## src/rtl/div_settings.svh

```systemverilog
// divide unit settings
// operand width and radix-2 iteration count
// width fixed by the rv32 m extension semantics
`ifndef DIV_SETTINGS_SVH
`define DIV_SETTINGS_SVH

// operand and result width in bits
`define DIV_WIDTH 32

// restoring divider retires one quotient bit per step
`define DIV_STEPS `DIV_WIDTH

// most negative signed operand, used for overflow detection
`define DIV_MIN_INT {1'b1, {(`DIV_WIDTH-1){1'b0}}}

`endif

```

## src/rtl/div_types_pkg.sv

```systemverilog
// divide unit data types
// operand word, operation code and the request/response payloads
`include "div_settings.svh"

package div_types_pkg;

    // one operand or result word
    typedef logic [`DIV_WIDTH-1:0] word_t;

    // bit 0 set for unsigned, bit 1 set for remainder
    typedef enum logic [1:0] {
        OP_DIV  = 2'b00,
        OP_DIVU = 2'b01,
        OP_REM  = 2'b10,
        OP_REMU = 2'b11
    } div_op_t;

    // held stable by the requester while req is high
    typedef struct packed {
        div_op_t op;
        word_t   dividend;
        word_t   divisor;
    } div_request_t;

    // quotient or remainder, whichever the op asked for
    typedef struct packed {
        word_t result;
    } div_response_t;

endpackage

```

## src/rtl/div_ctrl_pkg.sv

```systemverilog
// divide unit control types
// sequencing states, iteration index and the flags kept for result fixup
`include "div_settings.svh"

package div_ctrl_pkg;

    // handshake and sequencing states
    typedef enum logic [1:0] {
        ST_IDLE = 2'b00,
        ST_RUN  = 2'b01,
        ST_DONE = 2'b10
    } div_state_t;

    // index of the current divider step, 0 to DIV_STEPS-1
    typedef logic [$clog2(`DIV_STEPS)-1:0] iter_count_t;

    // captured at load, consumed by the fixup logic
    typedef struct packed {
        // sign of the quotient differs from the magnitude result
        logic                  negate_q;
        // remainder follows the dividend sign
        logic                  negate_r;
        // risc-v special cases
        logic                  div_zero;
        logic                  overflow;
        // rem/remu rather than div/divu
        logic                  want_rem;
        // original dividend, returned by both special cases
        div_types_pkg::word_t  dividend;
    } div_fix_t;

endpackage

```

## src/rtl/div_sign_prep.sv

```systemverilog
// divide sign preparation
// turns signed operands into magnitudes for the unsigned divider core and
// registers the sign and special-case flags needed to fix up the result
`include "div_settings.svh"

module div_sign_prep (
    input  logic                         clk,
    input  logic                         rst,
    input  logic                         load,
    input  div_types_pkg::div_request_t  request,
    output div_types_pkg::word_t         dividend_mag,
    output div_types_pkg::word_t         divisor_mag,
    output div_ctrl_pkg::div_fix_t       fix
);

    logic                    signed_op;
    logic                    dividend_neg;
    logic                    divisor_neg;
    div_ctrl_pkg::div_fix_t  fix_d;

    // div and rem treat operands as two's complement
    assign signed_op = (request.op == div_types_pkg::OP_DIV) ||
                       (request.op == div_types_pkg::OP_REM);

    assign dividend_neg = signed_op && request.dividend[`DIV_WIDTH-1];
    assign divisor_neg  = signed_op && request.divisor[`DIV_WIDTH-1];

    // min int magnitude 2^(w-1) still fits unsigned
    assign dividend_mag = dividend_neg ? -request.dividend : request.dividend;
    assign divisor_mag  = divisor_neg  ? -request.divisor  : request.divisor;

    always_comb begin
        fix_d.negate_q = dividend_neg ^ divisor_neg;
        fix_d.negate_r = dividend_neg;
        fix_d.div_zero = (request.divisor == '0);
        // min int / -1 only matters for signed ops
        fix_d.overflow = signed_op && (request.dividend == `DIV_MIN_INT) &&
                         (request.divisor == '1);
        fix_d.want_rem = (request.op == div_types_pkg::OP_REM) ||
                         (request.op == div_types_pkg::OP_REMU);
        fix_d.dividend = request.dividend;
    end

    // flags captured on load
    always_ff @(posedge clk) begin
        if (rst) begin
            fix.negate_q <= 1'b0;
            fix.negate_r <= 1'b0;
            fix.div_zero <= 1'b0;
            fix.overflow <= 1'b0;
            fix.want_rem <= 1'b0;
        end else if (load) begin
            fix <= fix_d;
        end
    end

    // overflow means both operands negative as signed values, never for unsigned ops
    a_no_unsigned_overflow: assert property (@(posedge clk) disable iff (rst)
        fix.overflow |-> fix.negate_r && !fix.negate_q);

endmodule

```

## src/rtl/div_cycle_counter.sv

```systemverilog
// divide iteration counter
// counts restoring steps and flags the final one
`include "div_settings.svh"

module div_cycle_counter (
    input  logic clk,
    input  logic rst,
    input  logic load,
    input  logic step,
    output logic last
);

    div_ctrl_pkg::iter_count_t index;

    // load restarts at step 0, each step advances by one
    always_ff @(posedge clk) begin
        if (rst) begin
            index <= '0;
        end else if (load) begin
            index <= '0;
        end else if (step) begin
            // wraps to 0 after the final step, harmless since the fsm stops
            index <= index + 1'b1;
        end
    end

    // final divider step in progress
    assign last = (index == div_ctrl_pkg::iter_count_t'(`DIV_STEPS - 1));

    // once the final step is taken nothing steps again until the next load
    a_no_step_past_last: assert property (@(posedge clk) disable iff (rst)
        step && last |=> !step);

endmodule

```

## src/rtl/div_core_fsm.sv

```systemverilog
// divide sequencing fsm
// four-phase req/ack handshake around a fixed-latency divider run
// one load, DIV_STEPS steps, then ack held until req drops

module div_core_fsm (
    input  logic clk,
    input  logic rst,
    input  logic req,
    input  logic last,
    output logic load,
    output logic step,
    output logic ack
);

    div_ctrl_pkg::div_state_t state;
    div_ctrl_pkg::div_state_t state_next;
    logic                     ack_next;

    // capture operands on the first edge idle sees req
    assign load = (state == div_ctrl_pkg::ST_IDLE) && req;

    // every run cycle is a divider step
    assign step = (state == div_ctrl_pkg::ST_RUN);

    always_comb begin
        state_next = state;
        ack_next   = ack;
        case (state)
            div_ctrl_pkg::ST_IDLE: begin
                if (req) begin
                    state_next = div_ctrl_pkg::ST_RUN;
                end
            end
            div_ctrl_pkg::ST_RUN: begin
                // result valid right after the final step
                if (step && last) begin
                    state_next = div_ctrl_pkg::ST_DONE;
                    ack_next   = 1'b1;
                end
            end
            div_ctrl_pkg::ST_DONE: begin
                // hold ack and result while requester keeps req high
                if (!req) begin
                    state_next = div_ctrl_pkg::ST_IDLE;
                    ack_next   = 1'b0;
                end
            end
            default: begin
                state_next = div_ctrl_pkg::ST_IDLE;
                ack_next   = 1'b0;
            end
        endcase
    end

    always_ff @(posedge clk) begin
        if (rst) begin
            state <= div_ctrl_pkg::ST_IDLE;
            ack   <= 1'b0;
        end else begin
            state <= state_next;
            ack   <= ack_next;
        end
    end

    // ack only comes out of the final run step
    a_ack_after_last: assert property (@(posedge clk) disable iff (rst)
        $rose(ack) |-> $past((state == div_ctrl_pkg::ST_RUN) && last));

    // a new request is taken only when idle with the previous ack gone
    a_load_when_idle: assert property (@(posedge clk) disable iff (rst)
        load |-> (state == div_ctrl_pkg::ST_IDLE) && !ack);

endmodule

```

## src/rtl/div_iter_datapath.sv

```systemverilog
// radix-2 restoring divider datapath
// unsigned magnitudes in, one quotient bit per step, quotient and
// remainder held once the run completes
`include "div_settings.svh"

module div_iter_datapath (
    input  logic                  clk,
    input  logic                  load,
    input  logic                  step,
    input  div_types_pkg::word_t  dividend_mag,
    input  div_types_pkg::word_t  divisor_mag,
    output div_types_pkg::word_t  quotient,
    output div_types_pkg::word_t  remainder
);

    // partial remainder, one extra bit since it can reach 2*divisor-1
    logic [`DIV_WIDTH:0]   pr;
    logic [`DIV_WIDTH:0]   new_pr;
    logic                  sub_neg;
    // dividend bits not yet shifted into pr
    div_types_pkg::word_t  ar;
    div_types_pkg::word_t  divisor_r;
    div_types_pkg::word_t  q_r;

    // trial subtraction
    assign new_pr  = pr - {1'b0, divisor_r};
    // borrow means pr < divisor, keep pr
    assign sub_neg = new_pr[`DIV_WIDTH];

    always_ff @(posedge clk) begin
        if (load) begin
            // first dividend bit already brought into pr
            pr        <= {{`DIV_WIDTH{1'b0}}, dividend_mag[`DIV_WIDTH-1]};
            ar        <= {dividend_mag[`DIV_WIDTH-2:0], 1'b0};
            divisor_r <= divisor_mag;
            q_r       <= '0;
        end else if (step) begin
            // restore or take the difference, then bring in the next bit
            if (sub_neg) begin
                pr <= {pr[`DIV_WIDTH-1:0], ar[`DIV_WIDTH-1]};
            end else begin
                pr <= {new_pr[`DIV_WIDTH-1:0], ar[`DIV_WIDTH-1]};
            end
            ar  <= {ar[`DIV_WIDTH-2:0], 1'b0};
            // quotient bit is 1 when the subtraction succeeded
            q_r <= {q_r[`DIV_WIDTH-2:0], !sub_neg};
        end
    end

    assign quotient = q_r;

    // final step shifted a zero into pr[0], the remainder sits above it
    assign remainder = pr[`DIV_WIDTH:1];

    // restoring invariant, true after every step and so after the last one
    a_rem_below_divisor: assert property (@(posedge clk)
        step && (divisor_r != '0) |=> remainder < divisor_r);

endmodule

```

## src/rtl/div_result_fixup.sv

```systemverilog
// divide result fixup
// applies operand signs to the magnitude results, substitutes the
// risc-v divide-by-zero and overflow results, picks quotient or remainder

module div_result_fixup (
    input  div_types_pkg::word_t           quotient,
    input  div_types_pkg::word_t           remainder,
    input  div_ctrl_pkg::div_fix_t         fix,
    output div_types_pkg::div_response_t   response
);

    div_types_pkg::word_t q_signed;
    div_types_pkg::word_t r_signed;
    div_types_pkg::word_t q_final;
    div_types_pkg::word_t r_final;

    // sign correction, unsigned ops never set the negate flags
    assign q_signed = fix.negate_q ? -quotient  : quotient;
    assign r_signed = fix.negate_r ? -remainder : remainder;

    always_comb begin
        if (fix.div_zero) begin
            // x / 0: all ones, remainder is the dividend
            q_final = '1;
            r_final = fix.dividend;
        end else if (fix.overflow) begin
            // min / -1: quotient wraps back to the dividend
            q_final = fix.dividend;
            r_final = '0;
        end else begin
            q_final = q_signed;
            r_final = r_signed;
        end
    end

    // rem and remu return the remainder
    assign response.result = fix.want_rem ? r_final : q_final;

endmodule

```

## src/rtl/div_unit.sv

```systemverilog
// integer divide unit
// div, divu, rem and remu over a four-phase req/ack handshake
// fixed latency radix-2 restoring divider, one request in flight

module div_unit (
    input  logic                           clk,
    input  logic                           rst,
    input  logic                           req,
    input  div_types_pkg::div_request_t    request,
    output logic                           ack,
    output div_types_pkg::div_response_t   response
);

    logic                    load;
    logic                    step;
    logic                    last;
    div_types_pkg::word_t    dividend_mag;
    div_types_pkg::word_t    divisor_mag;
    div_types_pkg::word_t    quotient;
    div_types_pkg::word_t    remainder;
    div_ctrl_pkg::div_fix_t  fix;

    // handshake and sequencing
    div_core_fsm u_fsm (
        .clk  (clk),
        .rst  (rst),
        .req  (req),
        .last (last),
        .load (load),
        .step (step),
        .ack  (ack)
    );

    div_cycle_counter u_counter (
        .clk  (clk),
        .rst  (rst),
        .load (load),
        .step (step),
        .last (last)
    );

    // magnitudes now, sign flags for later
    div_sign_prep u_sign_prep (
        .clk          (clk),
        .rst          (rst),
        .load         (load),
        .request      (request),
        .dividend_mag (dividend_mag),
        .divisor_mag  (divisor_mag),
        .fix          (fix)
    );

    div_iter_datapath u_datapath (
        .clk          (clk),
        .load         (load),
        .step         (step),
        .dividend_mag (dividend_mag),
        .divisor_mag  (divisor_mag),
        .quotient     (quotient),
        .remainder    (remainder)
    );

    // combinational, response follows the held datapath registers
    div_result_fixup u_fixup (
        .quotient  (quotient),
        .remainder (remainder),
        .fix       (fix),
        .response  (response)
    );

endmodule

```

## config.mk

```make
export PLATFORM = sky130hd
export DESIGN_NAME = div_unit
export DESIGN_NICKNAME = d
export VERILOG_FILES = /design/src/rtl/div_types_pkg.sv /design/src/rtl/div_ctrl_pkg.sv /design/src/rtl/div_sign_prep.sv /design/src/rtl/div_cycle_counter.sv /design/src/rtl/div_core_fsm.sv /design/src/rtl/div_iter_datapath.sv /design/src/rtl/div_result_fixup.sv /design/src/rtl/div_unit.sv
export VERILOG_INCLUDE_DIRS = /design/src /design/src/rtl
export SDC_FILE = /design/constraint.sdc
export NUM_CORES = 1
export LEC_CHECK = 0
export BUFFER_PORTS_ARGS = -buffer_cell sky130_fd_sc_hd__buf_4
export CORE_MARGIN = 1.5
export CORE_UTILIZATION = 42
export DETAILED_ROUTE_END_ITERATION = 7
export PLACE_DENSITY_LB_ADDON = 0.12
export SLEW_MARGIN = 20
export SYNTH_ARGS = -nofsm -noshare
export SYNTH_HDL_FRONTEND = slang
export SYNTH_HIERARCHICAL = 1
export SYNTH_SLANG_ARGS = --single-unit
```

## constraint.sdc

```tcl
create_clock -name clk -period 14.6 [get_ports clk]
set_clock_uncertainty 0.05 [all_clocks]
set_input_delay 1.46 -clock clk [delete_from_list [all_inputs] [get_ports clk]]
set_output_delay 1.46 -clock clk [all_outputs]
set_load 0.05 [all_outputs]
```

# ---- Word level (Yosys, flattened, before mapping)
# Index checks and enable logic that the tools add are counted.
dict set report totals {
  regBits 173
  in_bits 69
  output_inout_bits 33
  wordCells 71
}
dict set report classes {
  n_addsub 6
  n_eq_ne 10
  mux 21
  n_bitwise 3
  n_reduce_logical 17
}
# cell n
set ops {}
lappend ops {{32-bit two-way mux} 11}
lappend ops {{32-bit negator} 4}
lappend ops {{32-bit == test (second input constant)} 2}
lappend ops {{33-bit two-way mux} 1}
lappend ops {{33-bit by 32-bit subtractor with 33-bit output} 1}
lappend ops {{32-bit logical NOT} 1}
lappend ops {{2-bit == test (second input constant)} 3}
lappend ops {{1-bit logical AND} 6}
lappend ops {{2-bit two-way mux} 3}
lappend ops {{2-bit != test (second input constant)} 3}
lappend ops {{2-bit case mux with 3 select lines} 1}
lappend ops {{3-bit AND reduction} 2}
lappend ops {{5-bit by 1-bit adder with 5-bit output (second input constant)} 1}
lappend ops {{5-bit == test (second input constant)} 1}
lappend ops {{2-bit logical NOT} 2}
lappend ops {{1-bit two-way mux} 4}
lappend ops {{1-bit case mux with 3 select lines} 1}
lappend ops {{2-bit by 1-bit == test with 1-bit output (second input constant)} 1}
lappend ops {{1-bit logical OR} 2}
lappend ops {{1-bit NOT} 2}
lappend ops {{2-bit AND reduction} 1}
lappend ops {{2-bit nonzero test} 1}
lappend ops {{2-bit OR reduction} 1}
lappend ops {{1-bit logical NOT} 1}
lappend ops {{1-bit bitwise XOR} 1}

# ---- Depth between registers and ports, before layout
dict set report depth {
  depth_word 5
  depth_mapped 13
  mapped_depth_nobuf 12
}

# ---- Hierarchy
# The synthesis kept the hierarchy.
# module instances cells_per_inst area_each_um2 seq_area_each_um2
set by_module_without_submodules {}
lappend by_module_without_submodules {div_iter_datapath 1 684 7024.2 3203.1}
lappend by_module_without_submodules {div_sign_prep 1 298 2815.2 1061.0}
lappend by_module_without_submodules {div_result_fixup 1 369 2369.8 0.0}
lappend by_module_without_submodules {div_cycle_counter 1 23 260.2 100.1}
lappend by_module_without_submodules {div_core_fsm 1 14 150.1 60.1}

# ---- Worst setup path before layout
# No wires, ideal clock.
dict set report synth_path {
  kind {input to register}
  startpoint {in req}
  endpoint {reg, netlist name u_sign_prep/fix[33]}
  setup_ns 0.087
  arrival_ns 5.562
  required_time_ns 14.463
  slack_ns 8.901
  stages 7
  n_path_buf 1
  path_cell_list {nand2b_4 > nor2_1 > clkbuf_1 > nor2b_1 > and3_1 > nand4_1 > o31ai_1}
}
dict set report synth_via {
  elab_chain_len 1
}
# item line_no
set synth_rtl {}
lappend synth_rtl {{start, declared} div_unit.sv:8} ;# input logic req,
lappend synth_rtl {{1-bit logical AND} div_core_fsm.sv:20} ;# assign load = (state == div_ctrl_pkg::ST_IDLE) && req;
lappend synth_rtl {{via load} div_unit.sv:14} ;# logic load;
# The timed path passes the listed nets, and every way through them passes these cells.
# A chain may end at the register's enable or synchronous reset.

==> flow_metrics.env <==
export IMPL_status="finished clean"
export IMPL_clockPowerShare_pct=28.7
export IMPL_p_switching_mw=0.619
export IMPL_utilization_pct=47.3
export IMPL_synth_area_leaders="edfxtp_1 23%, dfxtp_1 12%, mux2i_1 5.4%"
export IMPL_antenna_found_initial=0
export IMPL_hpwl_mm=27.0
export IMPL_critPathMaxStageDelay_ns=0.96
export IMPL_setup_violations=0
export IMPL_grt_max_degree=75
export IMPL_vias=10600
export IMPL_synth_top_area_cell="edfxtp_1"
export IMPL_io_buffers=101
export IMPL_cts_root_buf="clkbuf_16"
export IMPL_drive_above_1_share_pct=15.0
export IMPL_cts_sinks=173
export IMPL_end_kind="output port"
export IMPL_drc=0
export IMPL_timing_rr_start="u_datapath/divisor_r[0]$_DFFE_PP_"
export IMPL_synthSimpleGateAreaFrac_pct=18.3
export IMPL_ys_seq_area_share_pct=35.1
export IMPL_period_minus_slack_ns=5.45
export IMPL_cts_buffer_depth=2
export IMPL_crit_buf_inv=2
export IMPL_wl_met3_mm=1.72
export IMPL_min_path_type="reg2reg"
export IMPL_cp_required_ns=13.09
export IMPL_gp_congestion=0.920
export IMPL_powerDensity_nw_per_um2=117
export IMPL_r2r_end="u_datapath/pr[1]$_SDFFE_PP0P_"
export IMPL_crit_slowest_cell="clkinv_1"
export IMPL_grt_pass1_wl_mm=56.8
export IMPL_cts_tree="yes"
export IMPL_diodes=0
export IMPL_finalCritPeriodShare_pct=37.3
export IMPL_synthAdderAreaFrac_pct=4.10
export IMPL_io_pins=102
export IMPL_ant_nets=0
export IMPL_synth_area_per_cell_um2=9.09
export IMPL_cp_top_family="buffers and inverters"
export IMPL_start_util_pct=42.6
export IMPL_arrival_ns=3.94
export IMPL_path_class="reg2out"
export IMPL_share_comb_of_total_power_pct=33.3
export IMPL_holdPathEnd="u_sign_prep/fix[36]$_SDFFE_PP0P_"
export IMPL_slew_viol_final=0
export IMPL_maxCapViolations=0
export IMPL_seqPwrFrac_pct=37.9
export IMPL_worst_slew_pin_slew_ns=1.02
export IMPL_syn_area_um2=12600
export IMPL_fill_cells=2941
export IMPL_drt_pass1_iter_count=7
export IMPL_clock_fmax_mhz=183
export IMPL_num_rows=63
export IMPL_yosys_warnings=6
export IMPL_worstSkewPairLatency_ns=0.46
export IMPL_holdPathStages=2
export IMPL_grt_pass1_vias=9915
export IMPL_die_x_um=176
export IMPL_ys_ff_latch=173
export IMPL_p_sw_share_pct=37.8
export IMPL_die_h_um=176
export IMPL_crit_chain="clkinv_1, nand2_1, nor3_1, a21oi_1, o22ai_1, a211oi_1, buf_4"
export IMPL_synth_area_mux_share_pct=8.37
export IMPL_p_leak_nw=5.38
export IMPL_yosysUniqueCellTypes=90
export IMPL_synth_top_family_by_area="simple AND/OR/NAND/NOR gates"
export IMPL_synth_enable_flop_cells=96
export IMPL_worstHoldStart="u_sign_prep/fix[36]$_SDFFE_PP0P_"
export IMPL_grt_overflow=0
export IMPL_slew_headroom_pct=31.9
export IMPL_reg2reg_depth=11
export IMPL_nNetsFinal=1526
export IMPL_global_route_usage_total_pct=23.6
export IMPL_synth_nets=1497
export IMPL_synth_cells=1388
export IMPL_synth_compound_area_share_pct=18.2
export IMPL_synth_top_area_share_pct=22.8
export IMPL_wl_met2_mm=15.8
export IMPL_postCtsResizedCells=0
export IMPL_p_total_mw=1.63
export IMPL_fin_setup_tns_ns=0
export IMPL_drt_iter0_drc=770
export IMPL_wl_met1_mm=17.6
export IMPL_vdd_ir_drop_worst_v=0.000106
export IMPL_rrSetupSlack_ns=10.90
export IMPL_routed_wirelength_mm=35.9
export IMPL_rsz0062_at_grt="no"
export IMPL_h_tree_depth=4
export IMPL_cts_buffers=17
export IMPL_viasPerCell=5.82
export IMPL_p_int_mw=1.02
export IMPL_synth_xor_area_share_pct=9.80
export IMPL_synthArstFlopShare_pct=0
export IMPL_hold_viol=0
export IMPL_dieArea_um2=31100
export IMPL_ctsHoldBuffers=0
export IMPL_cts_setup_buffers=0
export IMPL_core_um2=29600
export IMPL_start_kind="register"
export IMPL_dr_max_layer_used="met4"
export IMPL_ys_flop_type="edfxtp_1"
export IMPL_cp_max_fo=34
export IMPL_route_detailed_wl_per_inst_um=19.8
export IMPL_syn_to_final_growth_pct=11.2
export IMPL_path_clk_slew_ns=0.08
power by group through the flow:
stage | clock network, mW | registers (mW) | logic, mW
6_report | 0.470 | 0.620 | 0.545
5_1_grt | 0.500 | 0.625 | 0.598
3_5_place_dp | 0 | 0.631 | 0.540
3_3_place_gp | 0 | 0.630 | 0.536
4_1_cts | 0.483 | 0.620 | 0.543
2_1_floorplan | 0 | 0.596 | 0.445
worst max path at each step:
| stage | from | cells after the start | end | slack (ns) |
|---|---|---|---|---|
| floorplan | req | 7 | u_sign_prep/fix[33]$_SDFFE_PP0P_ | 8.90 |
| global placement | u_sign_prep/fix[32]$_SDFFE_PP0P_ | 7 | response[27] | 9.89 |
| detailed placement | u_sign_prep/fix[32]$_SDFFE_PP0P_ | 7 | response[27] | 9.75 |
| CTS | u_sign_prep/fix[32]$_SDFFE_PP0P_ | 7 | response[27] | 9.23 |
| global route | u_sign_prep/fix[32]$_SDFFE_PP0P_ | 7 | response[27] | 8.92 |
| finish | u_sign_prep/fix[32]$_SDFFE_PP0P_ | 7 | response[27] | 9.15 |
sequential cells by signal, indices dropped and copies added, names as in the netlist:
register / count
u_counter/index: 5
u_datapath/pr: 33
u_datapath/divisor_r: 32
u_datapath/ar: 31
u_datapath/quotient: 32
u_fsm/state: 2
u_sign_prep/fix: 37
u_fsm/ack: 1
per-layer routing:
layer | global-route usage, % | up-vias
li1 | - | 5181
met1 | 34.3 | 5060
met2 | 35.7 | 316
met3 | 3.62 | 35
met4 | 7.73 | 0
met5 | 0 | -
final cells by class:
class	instances	area [um2]	area share, %
clock buffers	17	425	3.03
clock inverters	15	185	1.32
inverters	55	206	1.47
multi-input cells	1057	7450	53.1
flip-flops and latches	173	4420	31.5
well taps	390	488	3.48
repair buffers	113	848	6.05
placed cells by master (no fill, tap or decap), types with 36 or more instances in the layout:
master	n
o31ai_1	36
nor2_1	125
inv_1	54
a21oi_1	56
o21ai_0	53
nand2_1	93
xnor2_1	71
edfxtp_1	96
dfxtp_1	77
buf_4	113
ha_1	39
mux2i_1	68
xor2_1	67
worst register-to-register path: stages, from the launching register on:
cell and delay [ns]:
edfxtp_1 0.42, ha_1 0.28, fa_1 0.43, nand2b_1 0.19
a211oi_1 0.40, o41a_1 0.34, o21ai_2 0.13, nand3_4 0.14
xnor2_4 0.14, buf_4 0.50, mux2_1 0.39, a211oi_1 0.21
metrics by stage:
stage / instance area (um2) / std cells / hold slack, ns / setup WS [ns]
finish: 14000 / 1820 / 0.450 / 9.15
global route: 14000 / 1820 / 0.468 / 8.92
CTS: 14000 / 1820 / 0.455 / 9.23
detailed placement: 13400 / 1788 / 0.436 / 9.75
global placement: 13400 / 1787 / 0.429 / 9.89
floorplan: 12600 / 1388 / 0.389 / 8.90
Yosys cell counts (8+ instances only):
| library cell | number |
|---|---|
| a211oi_1 | 32 |
| a21o_1 | 16 |
| a21oi_1 | 56 |
| a31oi_1 | 14 |
| and3_1 | 10 |
| buf_1 | 10 |
| buf_2 | 8 |
| buf_4 | 36 |
| clkbuf_1 | 45 |
| dfxtp_1 | 77 |
| edfxtp_1 | 96 |
| ha_1 | 39 |
| inv_1 | 54 |
| mux2_2 | 31 |
| mux2i_1 | 68 |
| nand2_1 | 93 |
| nand2b_1 | 15 |
| nand3_1 | 21 |
| nand4_1 | 19 |
| nor2_1 | 126 |
| nor2b_1 | 14 |
| nor3_1 | 33 |
| nor3b_1 | 9 |
| nor4_1 | 21 |
| o21ai_0 | 53 |
| o21ai_1 | 18 |
| o22ai_1 | 16 |
| o31ai_1 | 36 |
| o41ai_1 | 14 |
| or3_1 | 16 |
| or4_1 | 12 |
| xnor2_1 | 71 |
| xor2_1 | 67 |
kinds of logic after synthesis:
kind of cell,count (synthesis)
mux,101
flops,173
buf+inv,158
xor+xnor,139
simple gates,440
fa+ha+maj,41
compound gates,336
No activity file was read; power rests on OpenSTA's default activity.
